## config.mk

```make
export PLATFORM = sky130hd
export DESIGN_NAME = airass_shell
export DESIGN_NICKNAME = d
export VERILOG_FILES = /design/src/shell_pkg.sv /design/src/ioctl_if.sv /design/src/airass_shell.sv /design/src/audio_dac.sv /design/src/conf_str_rom.sv /design/src/player_input_map.sv /design/src/rom_word_packer.sv /design/src/shell_control.sv
export SDC_FILE = /design/constraint.sdc
export NUM_CORES = 1
export LEC_CHECK = 0
export BUFFER_PORTS_ARGS = -buffer_cell sky130_fd_sc_hd__buf_2
export CELL_PAD_IN_SITES_DETAIL_PLACEMENT = 1
export CELL_PAD_IN_SITES_GLOBAL_PLACEMENT = 2
export CORE_MARGIN = 5
export CORE_UTILIZATION = 33
export CTS_CLUSTER_SIZE = 24
export DETAILED_ROUTE_END_ITERATION = 10
export GPL_TIMING_DRIVEN = 0
export PLACE_DENSITY = 0.88
export SYNTH_ARGS = -nofsm -noshare
export SYNTH_HDL_FRONTEND = slang
export SYNTH_HIERARCHICAL = 1
export SYNTH_SLANG_ARGS = --single-unit
```

## constraint.sdc

```tcl
create_clock -name CLK_40M -period 4.85 [get_ports CLK_40M]
set_input_delay 0.97 -clock CLK_40M [delete_from_list [all_inputs] [get_ports CLK_40M]]
set_output_delay 0.97 -clock CLK_40M [all_outputs]
set_load 0.03 [all_outputs]
```

## src/shell_pkg.sv

```systemverilog
package shell_pkg;

	// Download bus and memory port
	localparam int byte_w = 8;
	localparam int word_w = 16;
	localparam int ioctl_addr_w = 25;
	localparam int mem_addr_w = 24;
	localparam logic [byte_w-1:0] rom_index = 8'd0;

	// Status word from the host menu
	localparam int status_w = 32;
	localparam int st_reset_bit = 0;
	localparam int st_rotate_bit = 3;
	localparam int st_joyswap_bit = 6;
	localparam int st_pause_bit = 8;

	// Joystick and player words
	localparam int joy_w = 16;
	localparam int start1_bit = 10;
	localparam int coin1_bit = 11;
	// Six fire bits above up, down, left, right
	localparam int player_w = 10;

	localparam int audio_w = 16;

	// Menu string, first character in the top byte
	localparam conf_str = {
		"AIRASS;;",
		"O3,Rotate Controls,Off,On;",
		"O6,Swap Joystick,Off,On;",
		"O8,Pause,Off,On;",
		"T0,Reset;",
		"V,v1.0"
	};
	localparam int conf_str_len = $bits(conf_str) / byte_w;
	localparam int conf_addr_w = 10;

endpackage
```

## src/ioctl_if.sv

```systemverilog
`timescale 1ns/1ps

interface ioctl_if;

	logic download;
	logic wr;
	logic [shell_pkg::byte_w-1:0] index;
	logic [shell_pkg::ioctl_addr_w-1:0] addr;
	logic [shell_pkg::byte_w-1:0] data;

	// Reset sequencing only needs the download flag
	modport ctrl (
		input download
	);

	modport packer (
		input download,
		input wr,
		input index,
		input addr,
		input data
	);

endinterface

```

## src/airass_shell.sv

```systemverilog
`timescale 1ns/1ps

module airass_shell (
	input logic CLK_40M,
	input logic reset_i,

	input logic ioctl_download_i,
	input logic ioctl_wr_i,
	input logic [shell_pkg::byte_w-1:0] ioctl_index_i,
	input logic [shell_pkg::ioctl_addr_w-1:0] ioctl_addr_i,
	input logic [shell_pkg::byte_w-1:0] ioctl_data_i,
	output logic ioctl_wait_o,

	output logic mem_req_o,
	output logic [shell_pkg::mem_addr_w-1:0] mem_addr_o,
	output logic [shell_pkg::word_w-1:0] mem_data_o,
	output logic [1:0] mem_be_o,
	input logic mem_ack_i,

	input logic [shell_pkg::status_w-1:0] status_i,
	input logic button_reset_i,
	output logic core_reset_o,
	output logic pause_o,

	input logic [shell_pkg::conf_addr_w-1:0] conf_addr_i,
	output logic [shell_pkg::byte_w-1:0] conf_chr_o,

	input logic [shell_pkg::joy_w-1:0] joy0_i,
	input logic [shell_pkg::joy_w-1:0] joy1_i,
	output logic [shell_pkg::player_w-1:0] p1_o,
	output logic [shell_pkg::player_w-1:0] p2_o,
	output logic [1:0] coin_o,
	output logic [1:0] start_o,

	input logic [shell_pkg::audio_w-1:0] audio_l_i,
	input logic [shell_pkg::audio_w-1:0] audio_r_i,
	output logic audio_l_o,
	output logic audio_r_o
);

	ioctl_if i_ioctl ();

	assign i_ioctl.download = ioctl_download_i;
	assign i_ioctl.wr = ioctl_wr_i;
	assign i_ioctl.index = ioctl_index_i;
	assign i_ioctl.addr = ioctl_addr_i;
	assign i_ioctl.data = ioctl_data_i;

	shell_control i_shell_control (
		.CLK_40M(CLK_40M),
		.reset_i(reset_i),
		.dl(i_ioctl.ctrl),
		.status_reset_i(status_i[shell_pkg::st_reset_bit]),
		.status_pause_i(status_i[shell_pkg::st_pause_bit]),
		.button_reset_i(button_reset_i),
		.core_reset_o(core_reset_o),
		.pause_o(pause_o)
	);

	rom_word_packer i_rom_word_packer (
		.CLK_40M(CLK_40M),
		.reset_i(reset_i),
		.dl(i_ioctl.packer),
		.mem_req_o(mem_req_o),
		.mem_addr_o(mem_addr_o),
		.mem_data_o(mem_data_o),
		.mem_be_o(mem_be_o),
		.mem_ack_i(mem_ack_i),
		.ioctl_wait_o(ioctl_wait_o)
	);

	conf_str_rom i_conf_str_rom (
		.CLK_40M(CLK_40M),
		.conf_addr_i(conf_addr_i),
		.conf_chr_o(conf_chr_o)
	);

	player_input_map i_player_input_map (
		.CLK_40M(CLK_40M),
		.reset_i(reset_i),
		.joy0_i(joy0_i),
		.joy1_i(joy1_i),
		.rotate_i(status_i[shell_pkg::st_rotate_bit]),
		.joyswap_i(status_i[shell_pkg::st_joyswap_bit]),
		.p1_o(p1_o),
		.p2_o(p2_o),
		.coin_o(coin_o),
		.start_o(start_o)
	);

	audio_dac i_dac_l (
		.CLK_40M(CLK_40M),
		.reset_i(reset_i),
		.sample_i(audio_l_i),
		.dac_o(audio_l_o)
	);

	audio_dac i_dac_r (
		.CLK_40M(CLK_40M),
		.reset_i(reset_i),
		.sample_i(audio_r_i),
		.dac_o(audio_r_o)
	);

endmodule

```

## src/audio_dac.sv

```systemverilog
`timescale 1ns/1ps

module audio_dac (
	input logic CLK_40M,
	input logic reset_i,
	input logic [shell_pkg::audio_w-1:0] sample_i,
	output logic dac_o
);

	logic [shell_pkg::audio_w-1:0] u;
	logic [shell_pkg::audio_w-1:0] acc;
	logic [shell_pkg::audio_w:0] sum;

	// Offset binary from two's complement
	assign u = {~sample_i[shell_pkg::audio_w-1], sample_i[shell_pkg::audio_w-2:0]};

	assign sum = {1'b0, acc} + {1'b0, u};

	// Carry density equals u / 2**audio_w
	always_ff @(posedge CLK_40M) begin
		if (reset_i) begin
			acc <= '0;
			dac_o <= 1'b0;
		end else begin
			acc <= sum[shell_pkg::audio_w-1:0];
			dac_o <= sum[shell_pkg::audio_w];
		end
	end

endmodule

```

## src/conf_str_rom.sv

```systemverilog
`timescale 1ns/1ps

module conf_str_rom (
	input logic CLK_40M,
	input logic [shell_pkg::conf_addr_w-1:0] conf_addr_i,
	output logic [shell_pkg::byte_w-1:0] conf_chr_o
);

	logic in_range;
	logic [shell_pkg::conf_addr_w-1:0] chr_pos;

	assign in_range = conf_addr_i < shell_pkg::conf_str_len;

	// Character 0 sits in the top byte of the string
	assign chr_pos = shell_pkg::conf_addr_w'(shell_pkg::conf_str_len - 1) - conf_addr_i;

	always_ff @(posedge CLK_40M) begin
		if (in_range) begin
			conf_chr_o <= shell_pkg::conf_str[chr_pos * shell_pkg::byte_w +: shell_pkg::byte_w];
		end else begin
			conf_chr_o <= '0;
		end
	end

endmodule

```

## src/player_input_map.sv

```systemverilog
`timescale 1ns/1ps

module player_input_map (
	input logic CLK_40M,
	input logic reset_i,
	input logic [shell_pkg::joy_w-1:0] joy0_i,
	input logic [shell_pkg::joy_w-1:0] joy1_i,
	input logic rotate_i,
	input logic joyswap_i,
	output logic [shell_pkg::player_w-1:0] p1_o,
	output logic [shell_pkg::player_w-1:0] p2_o,
	output logic [1:0] coin_o,
	output logic [1:0] start_o
);

	logic [shell_pkg::joy_w-1:0] src1;
	logic [shell_pkg::joy_w-1:0] src2;

	// Joystick bits: 0 right, 1 left, 2 down, 3 up, fire above
	function automatic logic [shell_pkg::player_w-1:0] map_player(
		input logic [shell_pkg::joy_w-1:0] joy,
		input logic rot
	);
		if (rot) begin
			// Clockwise turn, output {up, down, left, right} = {left, right, down, up}
			return {joy[shell_pkg::player_w-1:4], joy[1], joy[0], joy[2], joy[3]};
		end
		return joy[shell_pkg::player_w-1:0];
	endfunction

	assign src1 = joyswap_i ? joy1_i : joy0_i;
	assign src2 = joyswap_i ? joy0_i : joy1_i;

	always_ff @(posedge CLK_40M) begin
		if (reset_i) begin
			p1_o <= '0;
			p2_o <= '0;
			coin_o <= 2'b00;
			start_o <= 2'b00;
		end else begin
			p1_o <= map_player(src1, rotate_i);
			p2_o <= map_player(src2, rotate_i);
			coin_o <= {src2[shell_pkg::coin1_bit], src1[shell_pkg::coin1_bit]};
			start_o <= {src2[shell_pkg::start1_bit], src1[shell_pkg::start1_bit]};
		end
	end

endmodule

```

## src/rom_word_packer.sv

```systemverilog
`timescale 1ns/1ps

module rom_word_packer (
	input logic CLK_40M,
	input logic reset_i,
	ioctl_if.packer dl,
	output logic mem_req_o,
	output logic [shell_pkg::mem_addr_w-1:0] mem_addr_o,
	output logic [shell_pkg::word_w-1:0] mem_data_o,
	output logic [1:0] mem_be_o,
	input logic mem_ack_i,
	output logic ioctl_wait_o
);

	logic [shell_pkg::byte_w-1:0] low_byte;
	logic have_low;
	logic byte_ok;
	logic start_word;
	logic start_flush;

	assign byte_ok = dl.wr & dl.download & (dl.index == shell_pkg::rom_index);

	// Odd address closes a word, a lone low byte goes out when download ends
	assign start_word = ~ioctl_wait_o & byte_ok & dl.addr[0];
	assign start_flush = ~ioctl_wait_o & ~byte_ok & have_low & ~dl.download;

	// FSM held in two flags
	// idle: wait low; request: req high; ack low wait: wait high, req low
	always_ff @(posedge CLK_40M) begin
		if (reset_i) begin
			mem_req_o <= 1'b0;
			ioctl_wait_o <= 1'b0;
			have_low <= 1'b0;
		end else if (!ioctl_wait_o) begin
			if (start_word || start_flush) begin
				mem_req_o <= 1'b1;
				ioctl_wait_o <= 1'b1;
				have_low <= 1'b0;
			end else if (byte_ok) begin
				have_low <= 1'b1;
			end
		end else if (mem_req_o) begin
			if (mem_ack_i) begin
				mem_req_o <= 1'b0;
			end
		end else if (!mem_ack_i) begin
			ioctl_wait_o <= 1'b0;
		end
	end

	// Payload only changes while idle, so it holds during req
	always_ff @(posedge CLK_40M) begin
		if (!ioctl_wait_o && byte_ok) begin
			mem_addr_o <= dl.addr[shell_pkg::ioctl_addr_w-1:1];
			if (dl.addr[0]) begin
				mem_data_o <= {dl.data, low_byte};
				mem_be_o <= 2'b11;
			end else begin
				low_byte <= dl.data;
			end
		end else if (start_flush) begin
			mem_data_o <= {{shell_pkg::byte_w{1'b0}}, low_byte};
			mem_be_o <= 2'b01;
		end
	end

	a_req_until_ack: assert property (
		@(posedge CLK_40M) disable iff (reset_i)
		$fell(mem_req_o) |-> $past(mem_ack_i)
	) else $error("mem_req_o dropped before mem_ack_i");

	a_payload_stable: assert property (
		@(posedge CLK_40M) disable iff (reset_i)
		mem_req_o && $past(mem_req_o) |->
			$stable(mem_addr_o) && $stable(mem_data_o) && $stable(mem_be_o)
	) else $error("memory payload changed during request");

endmodule

```

## src/shell_control.sv

```systemverilog
`timescale 1ns/1ps

module shell_control (
	input logic CLK_40M,
	input logic reset_i,
	ioctl_if.ctrl dl,
	input logic status_reset_i,
	input logic status_pause_i,
	input logic button_reset_i,
	output logic core_reset_o,
	output logic pause_o
);

	logic download_d;
	logic rom_loaded;

	// Falling edge of download marks the end of the ROM transfer
	always_ff @(posedge CLK_40M) begin
		if (reset_i) begin
			download_d <= 1'b0;
			rom_loaded <= 1'b0;
		end else begin
			download_d <= dl.download;
			if (download_d && !dl.download) begin
				rom_loaded <= 1'b1;
			end
		end
	end

	// Core stays in reset while a download runs or before the first one ends
	always_ff @(posedge CLK_40M) begin
		if (reset_i) begin
			core_reset_o <= 1'b1;
			pause_o <= 1'b0;
		end else begin
			core_reset_o <= status_reset_i | button_reset_i | dl.download | ~rom_loaded;
			pause_o <= status_pause_i;
		end
	end

	// Game core must never run on a half loaded ROM
	a_reset_during_download: assert property (
		@(posedge CLK_40M) disable iff (reset_i)
		dl.download && $past(dl.download) |-> core_reset_o
	) else $error("core_reset_o low during download");

endmodule

```

== After elaboration in Yosys (flattened, before gate mapping) ==
Cells that the tools add are included.

* Logic and storage cells: 79
* Bits in registers: 123

* Reductions and logical operators: 12
* Bitwise operators: 17
* Muxes and demuxes: 24
* Add/subtract/negate cells: 3
* Equality and inequality tests: 1
* $lt $le $gt $ge: 1
* Shift operators: 1

{| class="wikitable"
|+ Operator list
! operator !! number
|-
| indexed part select 712 x 14 -> 8 bit, first input constant || 1
|-
| two-way mux 16 bit || 3
|-
| two-way mux 10 bit || 4
|-
| adder 16 x 16 -> 17 bit || 2
|-
| two-way mux 12 bit || 2
|-
| two-way mux 1 bit || 12
|-
| < comparator 10 x 7 -> 1 bit, second input constant || 1
|-
| subtractor 7 x 10 -> 10 bit, first input constant || 1
|-
| zero test 8 bit || 1
|-
| AND 1 bit || 7
|-
| inverter 1 bit || 7
|-
| two-way mux 2 bit || 3
|-
| AND reduction 2 bit || 3
|-
| nonzero test 2 bit || 3
|-
| bitwise OR 1 bit || 3
|-
| logical AND 1 bit || 2
|-
| zero test 1 bit || 2
|-
| inequality test 2 bit, second input constant || 1
|-
| logical OR 1 bit || 1
|}

== Longest topological paths before layout ==
* Depth after elaboration: 9
* Depth in mapped cells: 12
* Gate-level depth less buffers: 8

== Cells and area by module ==
Netlist, hierarchy kept.

{| class="wikitable"
|+ Modules (own cells, without submodules)
! module !! cells each !! times used !! area an instance (µm²)
|-
| conf_str_rom || 335 || 1 || 2144.6
|-
| rom_word_packer || 82 || 1 || 1740.4
|-
| audio_dac at i_dac_r || 150 || 1 || 1267.5
|-
| audio_dac at i_dac_l || 149 || 1 || 1265.0
|-
| player_input_map || 81 || 1 || 909.6
|-
| shell_control || 11 || 1 || 117.6
|}

== Least setup slack after synthesis ==
No wires, ideal clock.

* Path type: input -> register
* Start: input port conf_addr_i[0] in the netlist's numbering
* End: register i_conf_str_rom/conf_chr_o[6] in the netlist's numbering
* Stages on the path: 11
* Library setup time: 0.124 ns
* Path slack: 1.622 ns
* Data arrival time: 3.104 ns
* Path buffers: 5
* Required time: 4.726 ns
* Cell sequence: buf_2 clkinv_1 ha_1 buf_2 buf_2 clkbuf_1 buf_1 a21oi_1 o21a_1 a31oi_1 o22ai_1

* Longest elaborated chain between the ends: 2
* Elaborated cells on any way between the ends: 3
* Those cells by class: 1 x add/sub; 1 x order compare; 1 x shift

{| class="wikitable"
|+ RTL lines
! item !! RTL line !! source
|-
| start: declaration || airass_shell.sv:25 || <nowiki>input logic [shell_pkg::conf_addr_w-1:0] conf_addr_i,</nowiki>
|-
| subtractor 7 x 10 -> 10 bit || conf_str_rom.sv:15 || <nowiki>assign chr_pos = shell_pkg::conf_addr_w'(shell_pkg::conf_str_len - 1) - conf_addr_i;</nowiki>
|-
| indexed part select 712 x 14 -> 8 bit || conf_str_rom.sv:19 || <nowiki>conf_chr_o <= shell_pkg::conf_str[chr_pos * shell_pkg::byte_w +: shell_pkg::byte_w];</nowiki>
|-
| end signal: assignment || conf_str_rom.sv:19 ||
|-
| end: declaration || conf_str_rom.sv:6 || <nowiki>output logic [shell_pkg::byte_w-1:0] conf_chr_o</nowiki>
|}

Parallel ways exist; a longest one is shown, timed or not.
A chain may end at the register's enable or synchronous reset.

== Worst setup path in the final report ==
* Start: input port conf_addr_i[0] in the netlist's numbering
* End: register i_conf_str_rom/conf_chr_o[0] in the netlist's numbering

The elaborated chain is that of the path after synthesis.

==> results_dict.tcl <==
set metrics [dict create \
    power_frac_comb_pct 35.9 \
    synth_seq_cells 121 \
    grt_pass1_wl_mm 43.2 \
    chipWidth_um 160 \
    hpwl_mm 21.1 \
    drive_gt1_share_pct 27.4 \
    worstPathMaxFanout 11 \
    wire_per_inst_um 21.3 \
    finalCriticalPeriod_ns 4.06 \
    coreArea_sq_mm 0.0224 \
    cts_root_buf "clkbuf_16" \
    path_cells "buf_2, clkinv_1, ha_1, buf_2, buf_2, clkbuf_1, buf_1, a2111oi_0, o31ai_1, o22ai_1" \
    gp_congestion 0.930 \
    cts_tree "yes" \
    dp_cells 1283 \
    path_class "in -> reg" \
    grt_usage_pct 21.2 \
    nets 1206 \
    die_y_um 160 \
    antenna_found_initial 3 \
    clockBufferDepth 2 \
    p_leak_nw 4.04 \
    rows 55 \
    endpoint_kind "flip-flop" \
    rsz0062_at_grt "false" \
    switching_share_pct 36.5 \
    status "finished clean" \
    synth-seq-area-share_pct 39.1 \
    hold_viol 0 \
    fin_tns_setup_ns 0 \
    grt_pass1_vias 7584 \
    postCtsHoldBufs 0 \
    routed_wl_mm 28.1 \
    ioPinCount 233 \
    crit_path_start "conf_addr_i[0]" \
    synthFlopType "dfxtp_1" \
    slew_headroom_pct 45.3 \
    grt_overflow 0 \
    start_kind "input pin" \
    dr.pass1.iters 5 \
    cp_slowest_stage_delay_ns 0.48 \
    finalPower_mw 3.90 \
    yosys_warnings 6 \
    crit_buf_inv 6 \
    path_clk_slew_ns 0.07 \
    irDropWorstVdd_uv 180 \
    syn_area_sq_mm 0.00744 \
    holdWs_ns 0.418 \
    hold_start "i_rom_word_packer/low_byte[5]" \
    dieArea_sq_mm 0.0257 \
    syn_to_final_growth_pct 25.5 \
    seqPwrFrac_pct 31.5 \
    critical_path_required_ns 5.11 \
    switchingPower_mw 1.42 \
    vias 7416 \
    finalClockSkew_ns 0.00906 \
    syn_nets 997 \
    hp-class "reg -> reg" \
    final_cells 1318 \
    worstPathArrival_ns 4.32 \
    crit_family "buffers and inverters" \
    drtIter0Drc 587 \
    start_util_pct 33.2 \
    drv_slew 0 \
    ys_types 93 \
    fmax_mhz 246 \
    crit_slowest_cell "ha_1" \
    netlist_instances 808 \
    htreeDepth 4 \
    post-cts-setup-buffers 0 \
    pwr-share-clk_pct 32.6 \
    io_buffers 190 \
    post_cts_resized 0 \
    clk_latency_ns 0.42 \
    layout_commonest_cell "buf_2" \
    cts.sinks 121 \
    pwr_density_cell_mw_per_mm2 417 \
    cp_common_cell "buf_2" \
    worst_pin_slew_ns 0.820 \
    cap_violations 0 \
    synth.avg_cell_area_sq_um 9.21 \
    timing.rr.start "i_dac_r/acc[3]" \
    finalCritPeriodShare_pct 83.8 \
    final_cell_mix "210 x buf_2, 76 x nor2_1, 72 x dfxtp_1" \
    synth-edff-count 49 \
    power.internal_mw 2.48 \
    drc 0 \
    setup_viol 0 \
    grt_max_degree 34 \
    antenna_left 0 \
    async_flop_share_pct 0 \
    routed_via_density 5.63 \
    cts_buffers 17 \
]
==> power groups by stage <==
| stage | combinational, mW | sequential [mW] | clock, mW |
|---|---|---|---|
| 4_1_cts | 1.39 | 1.23 | 1.30 |
| 3_3_place_gp | 1.34 | 1.24 | 0 |
| 3_5_place_dp | 1.37 | 1.25 | 0 |
| 2_1_floorplan | 0.978 | 1.28 | 0 |
| 5_1_grt | 1.54 | 1.24 | 1.35 |
| 6_report | 1.40 | 1.23 | 1.27 |
==> state kept, by name (all words and copies together) (netlist names), 2 cells and up <==
name                          cells
i_rom_word_packer/mem_data_o     16
i_dac_r/acc                      16
i_player_input_map/p2_o          10
i_player_input_map/p1_o          10
i_player_input_map/coin_o         2
i_dac_l/acc                      16
i_rom_word_packer/low_byte        8
i_rom_word_packer/mem_addr_o     24
i_player_input_map/start_o        2
i_conf_str_rom/conf_chr_o         7
==> through the flow <==
stage	util [%]	instance area, sq um	setup slack (ns)
after detailed placement	39.0	8750	0.409
final	41.6	9340	0.786
after CTS	41.6	9340	0.860
after global placement	39.0	8750	0.427
after floorplan	-	7440	1.62
after global routing	41.6	9340	0.664
==> area by class of cell <==
| cell class | count | area (sq um) |
|---|---|---|
| inverter | 18 | 67.6 |
| antenna | 3 | 7.51 |
| sequential | 121 | 2910 |
| timing repair buffer | 190 | 951 |
| multi-input combinational | 610 | 4130 |
| fill | 2669 | 13100 |
| clock buffer | 17 | 425 |
| buffer | 59 | 330 |
| clock inverter | 15 | 158 |
| tap | 285 | 357 |
==> path summary, 6_finish.rpt <==
check,end,slack [ns],cells after the start
worst min register to register,i_rom_word_packer/mem_data_o[5],0.42,0
worst max register to register,i_dac_r/acc[13],2.53,7
worst max-delay path,i_conf_str_rom/conf_chr_o[0],0.79,10
worst min-delay path,i_rom_word_packer/mem_data_o[5],0.42,0
==> worst register-to-register path: cells and delay by family (launching register included) <==
kind / cells / cell delay, ns
AOI/OAI and AO/OA: 4 / 1.08
muxes: 1 / 0.36
DFF: 1 / 0.30
adders and majority gates: 1 / 0.27
buffers and inverters: 1 / 0.19
==> synthesized netlist by cell type (15+ instances only) <==
master,n,area (sq um)
nor2_1,76,285
dfxtp_1,72,1440
a21oi_1,56,280
edfxtp_1,49,1470
nand2_1,48,180
o21ai_0,46,230
ha_1,34,425
nor3_1,31,155
mux2i_1,27,270
buf_2,20,100
nand3_1,20,100
nor2b_1,20,125
clkbuf_1,19,71.3
o22ai_1,17,106
inv_1,16,60.1
a21o_1,15,113
==> kinds of logic (layout without fill, tap and decap cells) <==
kind of cell,count (synthesis),after routing,synth area share [%]
AND/OR/NAND/NOR,271,271,19.2
AO/OA/AOI/OAI,251,251,23.2
flip-flops,121,121,39.1
buffers and inverters,77,299,5.34
adder cells (fa/ha/maj),36,36,6.25
multiplexers,34,34,4.79
XOR/XNOR,16,16,1.98
other,2,5,0.101
==> per-layer routing <==
| metal | global-route usage (%) | part of all wire (%) |
|---|---|---|
| met2 | 37.7 | 51 |
| met5 | 0 | 0 |
| met3 | 4.34 | 4.8 |
| met1 | 24.7 | 41 |
| met4 | 9.39 | 3.6 |
No activity file was read; power rests on OpenSTA's default activity.
